==> src/amiga_pkg.sv <==
// shared bus widths and state types for the chip-bus core, referenced by scoped name only
`default_nettype none

package amiga_pkg;

  // chip ram geometry
  localparam int chip_addr_w = 12;  // word address, 4096 words
  localparam int chip_data_w = 16;  // one chip word

  // bitplane line length counter
  localparam int bpl_len_w = 8;     // up to 255 words per line

  // who holds the current memory slot
  typedef enum logic [1:0] {
    owner_none = 2'd0,
    owner_cpu  = 2'd1,
    owner_dma  = 2'd2
  } slot_owner_t;

  // bitplane dma engine state
  typedef enum logic {
    bpl_idle  = 1'b0,  // waiting for line_start
    bpl_fetch = 1'b1   // requesting words
  } bpl_state_t;

endpackage

`default_nettype wire

==> src/chip_bus_if.sv <==
// one peer's chip ram request bundle, requester holds req until a one-cycle ack
`timescale 1ns/1ns
`default_nettype none

interface chip_bus_if;

  logic                              req;    // level, held until ack
  logic                              we;     // 1 = write
  logic [amiga_pkg::chip_addr_w-1:0] addr;
  logic [amiga_pkg::chip_data_w-1:0] wdata;
  logic                              ack;    // one-cycle pulse from arbiter
  logic [amiga_pkg::chip_data_w-1:0] rdata;  // valid with ack

  modport requester (
    output req,
    output we,
    output addr,
    output wdata,
    input  ack,
    input  rdata
  );

  modport arbiter (
    input  req,
    input  we,
    input  addr,
    input  wdata,
    output ack,
    output rdata
  );

endinterface

`default_nettype wire

==> src/cpu_bus_port.sv <==
// cpu side of the chip bus, latches a strobed access, waits for its slot and answers with dtack
`timescale 1ns/1ns
`default_nettype none

module cpu_bus_port (
  input  wire                                clk_28,
  input  wire                                locked,
  input  wire                                cpu_as,     // one-cycle address strobe
  input  wire                                cpu_rw,     // 1 = read
  input  wire  [amiga_pkg::chip_addr_w-1:0]  cpu_addr,
  input  wire  [amiga_pkg::chip_data_w-1:0]  cpu_wdata,
  chip_bus_if.requester                      bus,
  output logic                               cpu_dtack,  // end of access
  output logic [amiga_pkg::chip_data_w-1:0]  cpu_rdata
);

  logic                              pending;  // access waiting for its slot
  logic                              take;
  logic                              we_q;
  logic [amiga_pkg::chip_addr_w-1:0] addr_q;
  logic [amiga_pkg::chip_data_w-1:0] wdata_q;

  assign take = cpu_as & ~pending;  // strobes while busy are dropped

  // request held stable until ack
  assign bus.req   = pending;
  assign bus.we    = we_q;
  assign bus.addr  = addr_q;
  assign bus.wdata = wdata_q;

  always_ff @(posedge clk_28 or negedge locked) begin
    if (!locked) begin
      pending   <= 1'b0;
      cpu_dtack <= 1'b0;
    end else begin
      cpu_dtack <= bus.ack;  // one cycle after the arbiter ack
      if (bus.ack)
        pending <= 1'b0;
      else if (take)
        pending <= 1'b1;
    end
  end

  // access payload and returned word
  always_ff @(posedge clk_28) begin
    if (take) begin
      we_q    <= ~cpu_rw;
      addr_q  <= cpu_addr;
      wdata_q <= cpu_wdata;
    end
    if (bus.ack)
      cpu_rdata <= bus.rdata;  // don't care on writes
  end

endmodule

`default_nettype wire

==> src/flat_wrapper.sv <==
// flat-port wrapper written by rule: the top's interface ports become plain ports
module cpu_bus_port_flat 
  (clk_28, locked, cpu_as, cpu_rw, cpu_addr, cpu_wdata, cpu_dtack, cpu_rdata, bus_req, bus_we, bus_addr, bus_wdata, bus_ack, bus_rdata);
  chip_bus_if bus_i ();
  input  wire clk_28;
  input  wire locked;
  input  wire cpu_as;
  input  wire cpu_rw;
  input  wire  [amiga_pkg::chip_addr_w-1:0] cpu_addr;
  input  wire  [amiga_pkg::chip_data_w-1:0] cpu_wdata;
  output logic cpu_dtack;
  output logic [amiga_pkg::chip_data_w-1:0] cpu_rdata;
  output wire logic [$bits(bus_i.req)-1:0] bus_req;
  output wire logic [$bits(bus_i.we)-1:0] bus_we;
  output wire logic [$bits(bus_i.addr)-1:0] bus_addr;
  output wire logic [$bits(bus_i.wdata)-1:0] bus_wdata;
  input wire logic [$bits(bus_i.ack)-1:0] bus_ack;
  input wire logic [$bits(bus_i.rdata)-1:0] bus_rdata;
  assign bus_req = bus_i.req;
  assign bus_we = bus_i.we;
  assign bus_addr = bus_i.addr;
  assign bus_wdata = bus_i.wdata;
  assign bus_i.ack = bus_ack;
  assign bus_i.rdata = bus_rdata;
  cpu_bus_port u_core (.clk_28(clk_28), .locked(locked), .cpu_as(cpu_as), .cpu_rw(cpu_rw), .cpu_addr(cpu_addr), .cpu_wdata(cpu_wdata), .bus(bus_i), .cpu_dtack(cpu_dtack), .cpu_rdata(cpu_rdata));
endmodule
==> config.mk <==
export PLATFORM = sky130hd
export DESIGN_NAME = cpu_bus_port_flat
export DESIGN_NICKNAME = d
export VERILOG_FILES = /design/src/amiga_pkg.sv /design/src/chip_bus_if.sv /design/src/cpu_bus_port.sv /design/src/flat_wrapper.sv
export SDC_FILE = /design/constraint.sdc
export NUM_CORES = 1
export LEC_CHECK = 0
export ABC_AREA = 1
export BUFFER_PORTS_ARGS = -buffer_cell sky130_fd_sc_hd__buf_2
export CORE_ASPECT_RATIO = 0.5
export CORE_MARGIN = 2
export CORE_UTILIZATION = 35
export DETAILED_ROUTE_END_ITERATION = 10
export HOLD_SLACK_MARGIN = 0.03
export PLACE_DENSITY = 0.72
export SYNTH_ARGS = -nofsm -noshare
export SYNTH_HDL_FRONTEND = slang
export SYNTH_SLANG_ARGS = --single-unit
==> constraint.sdc <==
create_clock -name clk_28 -period 2.2 [get_ports clk_28]
set_input_delay 0.44 -clock clk_28 [delete_from_list [all_inputs] [get_ports clk_28]]
set_output_delay 0.44 -clock clk_28 [all_outputs]
set_load 0.1 [all_outputs]
==> results_dict.tcl <==
set metrics [dict create \
    yosysWarningCount 0 \
    dp_slack_ns 0.8577 \
    final_cell_area_um2 2061 \
    nFillCells 329 \
    worstPathArrival_ns 1.11 \
    gp_congestion 0.7586 \
    cpMaxStageDelayCell "buf_2" \
    critical_path.startpoint_type "register" \
    start_util 0.3638 \
    ir_worst_vdd_uv 294.7 \
    critPathTopFamily "buffers and inverters" \
    clock_latency_ns 0.29 \
    topRoutingLayerUsed "met4" \
    drc_errors 0 \
    num_rows 16 \
    netlist_instances 52 \
    path_cells "buf_2" \
    n_antenna_cell 0 \
    cts_inserted_buffers 5 \
    cts_buffer_depth 2 \
    die_area_um2 4614 \
    timing.critical_path.buf_inv 1 \
    drt_wl_total_um 2916 \
    clock-sinks 47 \
    max_freq_mhz 643.4 \
    regArea_um2 1401 \
    grt_usage 0.1320 \
    path_class "reg2out" \
    tightest_slew_ns 0.5047 \
    ys_seq_area_frac 0.9868 \
    area_growth_pct 45.11 \
    slew_headroom 0.6659 \
    dpl.cell_count 202 \
    finalSetupTns_ns 0 \
    nets 205 \
    whs_ns 0.3227 \
    rsz0062_at_grt "false" \
    cts_tree "built" \
    wl_met1_um 1022 \
    hold_path_class "in2reg" \
    cp_slowest_stage_delay_ns 0.44 \
    h-tree-depth 2 \
    fin_crit_sh 0.7065 \
    io_pins 96 \
    worst_slack_ns 0.6456 \
    synth_nets 101 \
    total_power_mw 2.038 \
    placed_cell_area_um2 1973 \
    drtIter0Drc 23 \
    postSynthAreaPerCell_um2 27.31 \
    setup_viol 0 \
    drt_pass1_iterations 4 \
    holdBufCountCts 1 \
    wl_met3_um 66 \
    period_minus_slack_ns 1.554 \
    grt_pass1_vias 897 \
    grt_pass1_wl_um 4347 \
    hold_violations 0 \
    portBuffers 95 \
    yosys_register_bits 47 \
    core_region_area_um2 3904 \
    post-route-util 0.5279 \
    clockRootBuffer "clkbuf_8" \
    die_w_um 94.08 \
    syn-cell-area_um2 1420 \
    status "completed" \
    cp_max_fo 3 \
    dp_hpwl_um 2267 \
    cts_resized 0 \
    antenna_found_initial 0 \
    finalMaxSlewViolations 0 \
    wl_met2_um 1776 \
    wl_per_cell_um 13.89 \
    leakage_nw 0.8986 \
    multiInputGateArea_um2 13.76 \
    die_y_um 49.04 \
    drv_cap 0 \
    grt_overflow 0 \
    setup.worst_path.end_class "output pin" \
    instances_no_fill 210 \
    post-cts-setup-buffers 0 \
    grt_max_degree 30 \
    powerDensity_nw_per_um2 988.9 \
    vias 860 \
    ys_types 4 \
    path_clk_slew_ns 0.08 \
    drive_gt1_frac 0.6603 \
    cp.required_ns 1.76 \
    vias_per_cell 4.095 \
    ant_nets 0 \
    skew_ns 0.003693 \
]
[metal layers]
layer | vias up | global-route usage
met2 | 16 | 0.2429
li1 | 406 | -
met5 | - | 0
met1 | 432 | 0.1299
met3 | 6 | 0.03864
met4 | 0 | 0.08454
[state kept, by name, indices dropped and copies added, names as in the netlist]
name / cells
u_core.bus.wdata: 16
u_core.cpu_dtack: 1
u_core.bus.we: 1
u_core.cpu_rdata: 16
u_core.bus.addr: 12
u_core.bus.req: 1
[path summary, 6_finish.rpt]
check / slack (ns) / start / end / cells after the start
setup / recovery: 0.65 / u_core.bus.req / bus_req / 1
hold / removal: 0.32 / cpu_wdata[13] / u_core.bus.wdata[13] / 1
setup reg to reg: 0.97 / u_core.bus.req / u_core.bus.addr[1] / 2
hold reg to reg: 0.61 / u_core.bus.req / u_core.bus.req / 2
max in group asynchronous: 1.64 / locked / u_core.bus.req / 2
min in group asynchronous: 0.46 / locked / u_core.cpu_dtack / 2
[cells by family (layout without fill, tap and decap cells)]
| kind of cell | count (synthesis) | after routing | synth area share |
|---|---|---|---|
| buffers and inverters | 2 | 106 | 0.005288 |
| and+or+nand+nor | 3 | 3 | 0.007929 |
| DFF | 47 | 47 | 0.9868 |
[final cells by class]
type / count / share of cell area
well taps: 54 / 0.03279
repair buffers: 97 / 0.2392
inverters: 2 / 0.003643
clock inverters: 2 / 0.004250
clock buffers: 5 / 0.03339
multi-input cells: 3 / 0.006679
flip-flops and latches: 47 / 0.6800
[cell usage in the layout (no fill, tap or decap)]
cell type	instances
dlygate4sd3_1	1
inv_1	2
clkinv_1	1
dfrtp_1	2
nor2_1	2
buf_2	95
clkinv_2	1
nor2_2	1
edfxtp_1	45
buf_4	1
clkbuf_8	5
[synthesized netlist by cell type]
library cell | count | share of area
edfxtp_1 | 45 | 0.95
dfrtp_1 | 2 | 0.035
nor2_1 | 3 | 0.0079
inv_1 | 2 | 0.0053
[power by group]
| part | switching, mW | internal, mW | total (mW) |
|---|---|---|---|
| combinational | 0.450 | 0.0678 | 0.518 |
| sequential | 0.0122 | 1.04 | 1.06 |
| clock | 0.252 | 0.211 | 0.463 |
No activity file was read; power rests on OpenSTA's default activity.
