## src/amiga_pkg.sv

```systemverilog
// shared bus widths and state types for the chip-bus core, referenced by scoped name only
`default_nettype none

package amiga_pkg;

  // chip ram geometry
  localparam int chip_addr_w = 12;  // word address, 4096 words
  localparam int chip_data_w = 16;  // one chip word

  // bitplane line length counter
  localparam int bpl_len_w = 8;     // up to 255 words per line

  // who holds the current memory slot
  typedef enum logic [1:0] {
    owner_none = 2'd0,
    owner_cpu  = 2'd1,
    owner_dma  = 2'd2
  } slot_owner_t;

  // bitplane dma engine state
  typedef enum logic {
    bpl_idle  = 1'b0,  // waiting for line_start
    bpl_fetch = 1'b1   // requesting words
  } bpl_state_t;

endpackage

`default_nettype wire

```

## src/chip_bus_if.sv

```systemverilog
// one peer's chip ram request bundle, requester holds req until a one-cycle ack
`timescale 1ns/1ns
`default_nettype none

interface chip_bus_if;

  logic                              req;    // level, held until ack
  logic                              we;     // 1 = write
  logic [amiga_pkg::chip_addr_w-1:0] addr;
  logic [amiga_pkg::chip_data_w-1:0] wdata;
  logic                              ack;    // one-cycle pulse from arbiter
  logic [amiga_pkg::chip_data_w-1:0] rdata;  // valid with ack

  modport requester (
    output req,
    output we,
    output addr,
    output wdata,
    input  ack,
    input  rdata
  );

  modport arbiter (
    input  req,
    input  we,
    input  addr,
    input  wdata,
    output ack,
    output rdata
  );

endinterface

`default_nettype wire

```

## src/bpl_dma.sv

```systemverilog
// bitplane dma engine, reads line_len words from line_base over the chip bus and streams them out
`timescale 1ns/1ns
`default_nettype none

module bpl_dma (
  input  wire                                clk_28,
  input  wire                                locked,
  input  wire                                line_start,  // one-cycle pulse
  input  wire  [amiga_pkg::chip_addr_w-1:0]  line_base,
  input  wire  [amiga_pkg::bpl_len_w-1:0]    line_len,
  chip_bus_if.requester                      bus,
  output logic [amiga_pkg::chip_data_w-1:0]  pix_data,
  output logic                               pix_valid,
  output logic                               line_done
);

  amiga_pkg::bpl_state_t             state;
  logic [amiga_pkg::chip_addr_w-1:0] ptr;       // next word address
  logic [amiga_pkg::bpl_len_w-1:0]   cnt;       // words still to fetch
  logic                              last_word;

  assign last_word = (cnt == amiga_pkg::bpl_len_w'(1));

  // read-only requester
  assign bus.req   = (state == amiga_pkg::bpl_fetch);
  assign bus.we    = 1'b0;
  assign bus.wdata = '0;
  assign bus.addr  = ptr;

  always_ff @(posedge clk_28 or negedge locked) begin
    if (!locked) begin
      state     <= amiga_pkg::bpl_idle;
      cnt       <= '0;
      pix_valid <= 1'b0;
      line_done <= 1'b0;
    end else begin
      pix_valid <= bus.ack;              // word out one cycle after ack
      line_done <= bus.ack & last_word;  // together with the last word
      case (state)
        amiga_pkg::bpl_idle: begin
          if (line_start) begin
            cnt <= line_len;
            if (line_len == '0)
              line_done <= 1'b1;  // empty line ends right away
            else
              state <= amiga_pkg::bpl_fetch;
          end
        end
        amiga_pkg::bpl_fetch: begin  // line_start ignored here
          if (bus.ack) begin
            cnt <= cnt - amiga_pkg::bpl_len_w'(1);
            if (last_word) state <= amiga_pkg::bpl_idle;
          end
        end
        default: state <= amiga_pkg::bpl_idle;
      endcase
    end
  end

  // payload side, pointer and output word
  always_ff @(posedge clk_28) begin
    if (state == amiga_pkg::bpl_idle && line_start)
      ptr <= line_base;
    else if (bus.ack)
      ptr <= ptr + amiga_pkg::chip_addr_w'(1);  // consecutive words
    if (bus.ack)
      pix_data <= bus.rdata;
  end

endmodule

`default_nettype wire

```

## src/flat_wrapper.sv

```systemverilog
// flat-port wrapper written by rule: the top's interface ports become plain ports
module bpl_dma_flat 
  (clk_28, locked, line_start, line_base, line_len, pix_data, pix_valid, line_done, bus_req, bus_we, bus_addr, bus_wdata, bus_ack, bus_rdata);
  chip_bus_if bus_i ();
  input  wire clk_28;
  input  wire locked;
  input  wire line_start;
  input  wire  [amiga_pkg::chip_addr_w-1:0] line_base;
  input  wire  [amiga_pkg::bpl_len_w-1:0] line_len;
  output logic [amiga_pkg::chip_data_w-1:0] pix_data;
  output logic pix_valid;
  output logic line_done;
  output wire logic [$bits(bus_i.req)-1:0] bus_req;
  output wire logic [$bits(bus_i.we)-1:0] bus_we;
  output wire logic [$bits(bus_i.addr)-1:0] bus_addr;
  output wire logic [$bits(bus_i.wdata)-1:0] bus_wdata;
  input wire logic [$bits(bus_i.ack)-1:0] bus_ack;
  input wire logic [$bits(bus_i.rdata)-1:0] bus_rdata;
  assign bus_req = bus_i.req;
  assign bus_we = bus_i.we;
  assign bus_addr = bus_i.addr;
  assign bus_wdata = bus_i.wdata;
  assign bus_i.ack = bus_ack;
  assign bus_i.rdata = bus_rdata;
  bpl_dma u_core (.clk_28(clk_28), .locked(locked), .line_start(line_start), .line_base(line_base), .line_len(line_len), .bus(bus_i), .pix_data(pix_data), .pix_valid(pix_valid), .line_done(line_done));
endmodule
```

## config.mk

```make
export PLATFORM = sky130hd
export DESIGN_NAME = bpl_dma_flat
export DESIGN_NICKNAME = d
export VERILOG_FILES = /design/src/amiga_pkg.sv /design/src/chip_bus_if.sv /design/src/bpl_dma.sv /design/src/flat_wrapper.sv
export SDC_FILE = /design/constraint.sdc
export NUM_CORES = 1
export LEC_CHECK = 0
export BUFFER_PORTS_ARGS = -buffer_cell sky130_fd_sc_hd__buf_2
export CAP_MARGIN = 40
export CORE_UTILIZATION = 50
export CTS_BUF_LIST = sky130_fd_sc_hd__clkbuf_16
export DETAILED_ROUTE_END_ITERATION = 8
export PLACE_DENSITY = 0.92
export SLEW_MARGIN = 10
export SYNTH_ARGS = -nofsm -noshare
export SYNTH_HDL_FRONTEND = slang
export SYNTH_SLANG_ARGS = --single-unit
```

## constraint.sdc

```tcl
create_clock -name clk_28 -period 3.1 [get_ports clk_28]
set_clock_uncertainty 0.15 [all_clocks]
set_input_delay 0 -clock clk_28 [delete_from_list [all_inputs] [get_ports clk_28]]
set_output_delay 0 -clock clk_28 [all_outputs]
set_load 0.02 [all_outputs]
```

==> impl_metrics.json <==
{
  "maxSlewHeadroom": 0.622,
  "mostFrequentLayoutCells": "buf_2, dlygate4sd3_1, edfxtp_1",
  "initial_core_util": 0.528,
  "path_clk_slew_ps": 50,
  "tightest_slew_ps": 566,
  "first_pass_iters": 4,
  "clkSinkCount": 39,
  "drt_wl_total_um": 5410,
  "insertion_delay_ps": 280,
  "worstPathCellList": "nor2b_1 -> buf_4 -> or2_1",
  "cts_root_buf": "clkbuf_16",
  "hold_path.class": "in -> reg",
  "slew_viol_final": 0,
  "netlist_instances": 167,
  "leakage_nw": 1.19,
  "cts_tree": "built",
  "hold_ws_ps": 73.4,
  "min_period_over_period": 0.672,
  "numCtsBuffers": 5,
  "max_stage_delay_ps": 580,
  "yosysUniqueCellTypes": 35,
  "die_height_um": 64.7,
  "ys_seq_area_frac": 0.569,
  "grt_pass1_vias": 1719,
  "status": "finished, final reports clean",
  "power_density_nw_per_um2": 773,
  "ir_drop_mv": 0.458,
  "crit_required_ps": 2870,
  "grt_pass1_wl_um": 8490,
  "cts_setup_buffers": 0,
  "antenna_cells": 0,
  "detail-route-antenna-nets": 0,
  "end_kind": "flip-flop",
  "maxCapViolCount": 0,
  "finalHoldViolations": 0,
  "synthFlopType": "edfxtp_1",
  "synthToLayoutAreaGrowth_pct": 43.9,
  "drtIter0Drc": 189,
  "synthArstFlopShare": 0.282,
  "overflow": 0,
  "synth_edf_count": 28,
  "hold_buffers": 40,
  "critPathLaunchType": "flip-flop",
  "htree_levels": 2,
  "core_area_um2": 3720,
  "cts_resized": 0,
  "fin_setup_tns_ps": 0,
  "cp_slowest_cell": "dfrtp_1",
  "setup_violations": 0,
  "ys_seq_elements": 39,
  "portBuffers": 70,
  "drive_gt1_frac": 0.294,
  "dieArea_um2": 4180,
  "finalPower_mw": 2.18,
  "clockBufferDepth": 2,
  "critical_path.max_fanout": 25,
  "grt_use_total": 0.288,
  "fin_crit_ps": 2080,
  "grt_max_degree": 26,
  "place_congestion": 0.837,
  "drt-vias-per-instance": 5.25,
  "num_io_pins": 88,
  "dp_hpwl_um": 2800,
  "vias": 1718,
  "rsz0062_at_grt": "false",
  "die_x_um": 64.7,
  "arrival_ps": 1850,
  "drc": 0,
  "layout.nets": 321,
  "critical_path_class": "reg -> reg",
  "core.rowCount": 22,
  "wl_per_cell_um": 16.5,
  "clock.fmax_mhz": 480,
  "yosysWarnings": 0,
  "grt_antenna_before_repair": 0,
  "final_common_cell": "buf_2",
  "synthesis.area_um2": 1960,
  "syn_avg_cell_area_um2": 11.8
}
-- cell type report --
type / instances / area (um2)
clock inverter: 3 / 15.0
fill: 213 / 891
sequential: 39 / 1120
multi-input combinational: 119 / 743
inverter: 2 / 7.51
clock buffer: 5 / 125
timing repair buffer: 111 / 758
tap: 48 / 60.1
-- per-layer routing --
metal | global-route usage | vias to the layer above | routed length (um)
li1 | - | 778 | -
met1 | 0.314 | 807 | 2000
met2 | 0.486 | 114 | 2710
met3 | 0.0951 | 19 | 498
met4 | 0.172 | 0 | 205
met5 | 0 | - | 0
-- final timing paths --
kind	slack (ps)	cells after the start	end	startpoint
max	1020	3	u_core.bus.addr[3]$_DFFE_PP_	u_core.bus.req$_DFF_PN0_
min	70	3	u_core.cnt[2]$_DFFE_PN0P_	line_start
max reg2reg	1020	3	u_core.bus.addr[3]$_DFFE_PP_	u_core.bus.req$_DFF_PN0_
min reg2reg	500	2	u_core.cnt[7]$_DFFE_PN0P_	u_core.cnt[7]$_DFFE_PN0P_
max in group asynchronous	1800	3	u_core.cnt[2]$_DFFE_PN0P_	locked
min in group asynchronous	620	3	u_core.cnt[0]$_DFFE_PN0P_	locked
-- Yosys cell counts, drive strengths merged (3+ instances only) --
cell type	instances	area (um2)
a211oi	6	45.0
ha	3	37.5
nor2b	5	31.3
nor4b	3	47.5
edfxtp	28	841
nand3	4	25.0
xor2	10	87.6
nor2	5	18.8
nand2	23	86.3
o21ai	13	65.1
xnor2	7	61.3
dfrtp	11	275
nor4	3	25.0
a21oi	6	30.0
buf	23	156
-- registers in the layout, indices dropped and copies added, names as in the netlist --
| name | flops |
|---|---|
| u_core.bus.req | 1 |
| u_core.pix_valid | 1 |
| u_core.bus.addr | 12 |
| u_core.cnt | 8 |
| u_core.line_done | 1 |
| u_core.pix_data | 16 |
-- cells by family after synthesis --
group,count (synthesis),share of synthesized area
XOR/XNOR,17,0.0758
buffers and inverters,25,0.0835
AND/OR/NAND/NOR,52,0.154
flip-flops,39,0.569
other,1,0.00191
AO/OA/AOI/OAI,26,0.0758
adder cells (fa/ha/maj),3,0.0191
multiplexers,4,0.0217
-- through the flow --
stage               area [um2]   util  std cells  setup WS, ps
finish                    2830  0.760        327          1020
global route              2830  0.760        327           887
CTS                       2830  0.760        327          1080
detailed placement        2280  0.615        279          1110
global placement          2280  0.615        279          1150
floorplan                 2020      -        183          1360
-- worst max-delay path: cells and delay by family, from the launching register on --
| family | cells | cell delay, ps |
|---|---|---|
| flops | 1 | 580 |
| simple gates | 2 | 710 |
| buf+inv | 1 | 280 |
-- power breakdown --
part | leakage [nW] | internal [mW] | switching (mW) | total [mW]
registers | 0.401 | 0.745 | 0.208 | 0.953
clock network | 0.0649 | 0.292 | 0.196 | 0.488
logic | 0.725 | 0.311 | 0.430 | 0.742
total | 1.19 | 1.35 | 0.835 | 2.18
(Power assumes the default switching activity.)
