**src/amiga_clk.sv**
```systemverilog
// clock enable generator, divides clk_28 into the 7 MHz enables, c1/c3, cck and the eclk ring
`timescale 1ns/1ns
`default_nettype none

module amiga_clk (
  input  wire        clk_28,
  input  wire        locked,    // async active-low reset
  output logic       clk7_en,   // 7 MHz posedge enable
  output logic       clk7n_en,  // 7 MHz negedge enable
  output logic       c1,
  output logic       c3,
  output logic       cck,       // colour clock, 8 clk_28 cycles per period
  output logic [9:0] eclk       // one-hot, moves every 4 cycles
);

  logic [1:0] clk7_cnt;  // free-running phase counter
  logic       clk_7;

  assign clk_7 = clk7_cnt[1];  // msb gives the 7 MHz level

  always_ff @(posedge clk_28 or negedge locked) begin
    if (!locked) begin
      clk7_cnt <= 2'b10;   // start at phase 2
      clk7_en  <= 1'b1;    // enables held high while not locked
      clk7n_en <= 1'b1;
      cck      <= 1'b1;
      eclk     <= 10'd1;
      c3       <= 1'b1;    // matches clk_7 at phase 2
      c1       <= 1'b0;
    end else begin
      clk7_cnt <= clk7_cnt + 2'b01;
      clk7_en  <= (clk7_cnt == 2'b00);
      clk7n_en <= (clk7_cnt == 2'b10);  // half a 7 MHz period later
      c3       <= clk_7;                // quarter phase behind clk_7
      c1       <= ~c3;
      if (clk7_cnt == 2'b01) begin
        cck <= ~cck;
        // rotate up, recover if the ring ever lost its bit
        if (eclk == '0)
          eclk <= 10'd1;
        else
          eclk <= {eclk[8:0], eclk[9]};
      end
    end
  end

endmodule

`default_nettype wire

```
**config.mk**
```make
export PLATFORM = sky130hd
export DESIGN_NAME = amiga_clk
export DESIGN_NICKNAME = d
export VERILOG_FILES = /design/src/amiga_clk.sv
export SDC_FILE = /design/constraint.sdc
export NUM_CORES = 1
export LEC_CHECK = 0
export ABC_AREA = 1
export BUFFER_PORTS_ARGS = -buffer_cell sky130_fd_sc_hd__buf_2
export CORE_MARGIN = 3
export CORE_UTILIZATION = 49
export DETAILED_ROUTE_END_ITERATION = 8
export PLACE_DENSITY = 0.76
export SYNTH_ARGS = -nofsm -noshare
export SYNTH_HDL_FRONTEND = slang
export SYNTH_SLANG_ARGS = --single-unit
```
**constraint.sdc**
```tcl
create_clock -name clk_28 -period 1.9 [get_ports clk_28]
set_clock_uncertainty 0.1 [all_clocks]
set_input_delay 0.19 -clock clk_28 [delete_from_list [all_inputs] [get_ports clk_28]]
set_output_delay 0.19 -clock clk_28 [all_outputs]
set_load 0.01 [all_outputs]
```
==> qor.yml, run 1 <==
routing:
  routedWlPerCell_um: 12.3
  viasPerCell: 4.66
  ant_nets: 0
  routed_wl_um: 1080
  drc: 0
  drtIter0Drc: 4
  drtPass1Iterations: 2
  via_count: 410
synth:
  syn_area_per_cell_um2: 12.5
  syn_area_um2: 688
  ys_types: 14
  async_reset_ff_frac: 1.00
  synth_top_area_cell: "dfrtp_1"
  synth_top_flop_cell: "dfrtp_1"
  synth-seq-cells: 17
  synth_cells: 55
  synth_area_leaders: "dfrtp_1 40%, dfstp_2 23%, mux2_4 8.7%"
  ys_seq_area_frac: 0.629
  synth.top_cell.area_share: 0.400
  yosysMostFrequentCell: "dfrtp_1"
  synth_edf_count: 0
  synthTopCellsByCount: "11 x dfrtp_1, 7 x inv_1, 7 x nor2_1, 6 x dfstp_2, 5 x nand2_1"
  synth_nets: 60
  yosys_warnings: 0
worst_hold_path:
  hold_class: "in -> async"
grt:
  antenna_found_initial: 0
  grt_pass1_wl_um: 1800
  grt_usage: 0.137
  grt-ovfl-total: 0
  first_global_vias: 411
  grt_max_degree: 18
finish:
  utilization: 0.664
  fill_cells: 101
  drive_gt1_frac: 0.446
  area_growth_pct: 15.8
  final_area_um2: 797
  nNetsFinal: 80
  diodes: 0
sta:
  rsz0062_at_grt: "false"
  min_period_ps: 1620
  timing.final.hold_violations: 0
  setup_slack_ps: 282
  fin_crit_sh: 0.852
  slew_headroom: 0.541
  finalSetupTns_ps: 0
  tightest_slew_ps: 688
  setup_violations: 0
  finalMaxSlewViolations: 0
  fmax_ghz: 0.618
clock_network:
  clock_path_buffers: 2
  clk-insertion-delay-late_ps: 290
  clock_sinks: 17
  cts_hold_buf: 1
  cts_tree: "yes"
  h-tree-depth: 1
  clkSlewWorstSetupHoldPaths_ps: 100
  post_cts_resized: 0
  cts-root-buf: "clkbuf_4"
  cts_setup_buffers: 0
  numCtsBuffers: 3
placed_design:
  dpl_cell_area_um2: 759
  gp_congestion: 0.682
  dp_slack_ps: 277
  post-dp-hpwl_um: 825
  io_buffers: 16
setup_path:
  reg2reg_slack_ps: 280
  crit_arrival_ps: 1690
  timing.rr.end: "eclk[4]$_DFFE_PN0N_"
  cp_max_fo: 17
  required_ps: 1970
  worstSetupPathType: "reg -> reg"
  r2r_start: "clk7_cnt[1]$_DFF_PN1_"
  cp-end-kind: "flop"
  rr_worst_depth: 3
  worst_setup_path_start_kind: "flop"
floorplan:
  rows: 12
  ios: 17
  initial_utilization: 0.573
  dieWidth_um: 43.5
  die_h_um: 43.5
  die_area_um2: 1890
  core_area_um2: 1200
power:
  p_leak_nw: 0.441
  max-vdd-ir-drop_mv: 0.445
  design_power_total_w: 0.000558
  p_per_area_nw_per_um2: 700
run_status:
  status: "finished clean"
run:
  max_cap_violations: 0
## flip-flops by register name, summed over array words and instances (netlist names)
signal / flops
clk7n_en: 1
cck: 1
eclk: 10
c3: 1
c1: 1
clk7_en: 1
clk7_cnt: 2
## per-stage QoR
stage | hold slack, ps | instances
6_report | 239 | 88
5_1_grt | 243 | 88
4_1_cts | 232 | 88
3_5_place_dp | 17.0 | 83
3_3_place_gp | 20.6 | 83
2_1_floorplan | -206 | 55
## kinds of logic after synthesis
family                   share of synthesized area
XOR/XNOR                                    0.0127
flip-flops                                   0.629
adder cells (fa/ha/maj)                     0.0546
multiplexers                                0.0873
buffers and inverters                       0.0764
AND/OR/NAND/NOR                             0.0982
AO/OA/AOI/OAI                               0.0418
## critical path: stages, from the launching register on
cell and delay [ps]:
dfstp_2 380, inv_1 70, ha_1 600, mux2_4 350
## layout by cell type, fill, tap and decap left out, types with 2 or more instances in the layout
master and instances:
nor2_1 7, buf_2 16, dfrtp_1 11, ha_1 3, mux2_4 4, nor2_2 2
o21ai_1 4, nand2_1 5, inv_1 7, clkbuf_4 3, dfstp_2 6, nand3_1 2
## final cells by class
class                   count  area [um^2]  share of cell area
repair buffers             17         90.1               0.113
clock buffers               3         22.5              0.0283
multi-input cells          29          203               0.254
inverters                   7         26.3              0.0330
well taps                  14         17.5              0.0220
flip-flops and latches     17          433               0.543
clock inverters             1         5.00             0.00628
## worst max path at each step
stage | depth (start not counted) | startpoint | to | slack (ps)
floorplan | 4 | clk7_cnt[1]$_DFF_PN1_ | eclk[1]$_DFFE_PN0N_ | 510
global placement | 3 | clk7_cnt[1]$_DFF_PN1_ | eclk[8]$_DFFE_PN0N_ | 320
detailed placement | 3 | clk7_cnt[1]$_DFF_PN1_ | eclk[4]$_DFFE_PN0N_ | 280
CTS | 3 | clk7_cnt[1]$_DFF_PN1_ | eclk[4]$_DFFE_PN0N_ | 270
global route | 3 | clk7_cnt[1]$_DFF_PN1_ | eclk[4]$_DFFE_PN0N_ | 180
finish | 3 | clk7_cnt[1]$_DFF_PN1_ | eclk[4]$_DFFE_PN0N_ | 280
## layer usage
layer	routed length, um	vias up	share of wire	track usage
li1	-	208	-	-
met1	488	182	0.45	0.153
met2	489	18	0.45	0.215
met3	92	2	0.085	0.0788
met4	13	0	0.012	0.0542
met5	0	-	0	0
## power by group
part	leakage, nW	internal [W]	switching (W)	total, W
Combinational	0.215	0.00000209	0.00000676	0.00000885
Sequential	0.209	0.000362	0	0.000362
Clock	0.0177	0.0000782	0.000108	0.000186
Note: power is estimated with default switching activity, not from simulation.
==> run 2, diff against run 1 <==
--- a/config.mk
+++ b/config.mk
@@ -7,10 +7,12 @@
 export LEC_CHECK = 0
 export ABC_AREA = 1
 export BUFFER_PORTS_ARGS = -buffer_cell sky130_fd_sc_hd__buf_2
+export CELL_PAD_IN_SITES_DETAIL_PLACEMENT = 0
+export CELL_PAD_IN_SITES_GLOBAL_PLACEMENT = 1
 export CORE_MARGIN = 3
-export CORE_UTILIZATION = 49
+export CORE_UTILIZATION = 39
 export DETAILED_ROUTE_END_ITERATION = 8
-export PLACE_DENSITY = 0.76
+export PLACE_DENSITY = 0.77
 export SYNTH_ARGS = -nofsm -noshare
 export SYNTH_HDL_FRONTEND = slang
 export SYNTH_SLANG_ARGS = --single-unit
==> run 2 against run 1 <==
Effect of this change:
- count of clock-buffer cells in the layout grew 1
- cell count up 2.3%
- wire length down 6.9%
- worst setup slack lost 2.9 ps
- sequential cell count stayed put
- cell area up 0.16%
- global-route usage is 2.7 points lower
- maximum frequency shrank 0.18%
- register-to-register slack is essentially flat
- power fell by 0.73%
- hold slack improved by 3.3 ps
- core utilization down 16 points
- critical path type unchanged
- largest power group unchanged
==> qor.yml, run 2 (synthesis results as in run 1) <==
sta:
  finalSetupTns_ps: 0
  fin_crit_sh: 0.853
  setup_violations: 0
  setup_slack_ps: 279
  finalMaxSlewViolations: 0
  rsz0062_at_grt: "false"
  tightest_slew_ps: 694
  slew_headroom: 0.537
  min_period_ps: 1620
  timing.final.hold_violations: 0
  fmax_ghz: 0.617
setup_path:
  r2r_start: "clk7_cnt[1]$_DFF_PN1_"
  slowest_stage: "ha_1"
  critical_path_buf_inv_count: 1
  crit_arrival_ps: 1690
  cp-end-kind: "flop"
  worst_setup_path_start_kind: "flop"
  startpoint: "clk7_cnt[1]$_DFF_PN1_"
  critical-path-top-delay-family: "adder cells"
  required_ps: 1970
  cp.depth: 3
  cp_max_fo: 17
  crit_chain: "inv_1, ha_1, mux2_4"
  worstSetupPathType: "reg -> reg"
  slowest_delay_ps: 600
  rr_worst_depth: 3
finish:
  finalNonFillerCells: 90
  biggestRegsByFlops: "eclk: 10 flops, clk7_cnt: 2 flops"
  fill_cells: 151
  final_common_cell: "buf_2"
  drive_gt1_frac: 0.432
  nNetsFinal: 80
  regMostFlops: "eclk"
  largest_reg_flops: 10
  area_growth_pct: 16.0
  utilization: 0.506
  diodes: 0
  layout_common_cells: "16 x buf_2, 11 x dfrtp_1, 7 x inv_1, 7 x nor2_1, 6 x dfstp_2"
run:
  max_cap_violations: 0
routing:
  via_count: 398
  routedWlPerCell_um: 11.2
  drtPass1Iterations: 2
  drtIter0Drc: 2
  ant_nets: 0
  viasPerCell: 4.42
  drc: 0
  routed_wl_um: 1010
clock_network:
  cts_tree: "yes"
  h-tree-depth: 1
  clock_sinks: 17
  numCtsBuffers: 3
  clkSlewWorstSetupHoldPaths_ps: 90
  cts_setup_buffers: 0
  clock_path_buffers: 2
  clk-insertion-delay-late_ps: 270
  cts-root-buf: "clkbuf_4"
power:
  switchingPower_w: 0.000108
  design_power_total_w: 0.000553
  p_leak_nw: 0.439
  p_int_w: 0.000446
  p_seq_frac: 0.655
  max-vdd-ir-drop_mv: 0.341
  clock_power_share: 0.330
  comb_power_share: 0.015
  power_switching_share: 0.195
  p_per_area_nw_per_um2: 693
grt:
  grt_usage: 0.110
  first_global_vias: 381
  grt-ovfl-total: 0
  grt_pass1_wl_um: 1650
  antenna_found_initial: 0
  grt_max_degree: 18
run_status:
  status: "finished clean"
floorplan:
  core_area_um2: 1580
  die_area_um2: 2300
  dieWidth_um: 48.0
  die_h_um: 48.0
  rows: 14
  initial_utilization: 0.437
  ios: 17
placed_design:
  dp_cells: 85
  post-dp-hpwl_um: 752
  dp_slack_ps: 289
  gp_congestion: 0.666
  io_buffers: 16
worst_hold_path:
  hold_class: "in -> async"
==> run 2: cell types whose count changed in the layout (fill, tap and decap cells not counted), sizes merged <==
| cell | delta |
|---|---|
| clkbuf | +1 |
| clkinv | -1 |
==> run 2: power by group through the flow <==
stage | logic (W) | clock network [W] | registers, W
floorplan | 0.000000000143 | 0 | 0.000369
global placement | 0.00000767 | 0 | 0.000369
detailed placement | 0.00000777 | 0 | 0.000369
CTS | 0.00000922 | 0.000193 | 0.000362
global route | 0.0000102 | 0.000211 | 0.000362
finish | 0.00000849 | 0.000183 | 0.000362
==> run 2: worst reg2reg max path, cell delays in order (launching register included) <==
cell	delay, ps
dfstp_2	390
inv_1	70
ha_1	600
mux2_4	350
==> run 2: final cells by class <==
cell class                 count  area (um^2)  share of cell area
multi-input combinational     29          203               0.254
clock buffer                   4         26.3              0.0329
timing repair buffer          17         90.1               0.113
tap                           16         20.0              0.0251
sequential                    17          433               0.542
inverter                       7         26.3              0.0329
==> run 2: metrics by stage <==
stage                     cell area, um^2  hold slack [ps]
after global routing                  798              264
after detailed placement              762             23.9
after CTS                             798              250
after global placement                762             22.0
after floorplan                       688             -206
final                                 798              242
==> run 2: final timing paths <==
check	end	slack [ps]
worst min-delay path	eclk[6]$_DFFE_PN0N_	240
worst min register to register	c3$_DFF_PN1_	280
worst max-delay path	eclk[5]$_DFFE_PN0N_	280
worst max register to register	eclk[5]$_DFFE_PN0N_	280
max in group asynchronous	clk7_cnt[1]$_DFF_PN1_	1160
min in group clk_28	c3$_DFF_PN1_	280
==> run 2: per-layer routing <==
layer / wire [um] / GRT usage / up-vias
met2: 434 / 0.156 / 11
met1: 501 / 0.141 / 178
li1: - / - / 207
met4: 10 / 0.0645 / 0
met3: 62 / 0.0451 / 2
met5: 0 / 0 / -
==> run 2: what timing repair did <==
item,4_1_cts,5_1_grt
hold endpoints to repair,11,0
gates resized for setup,0,0
hold buffers,1,0
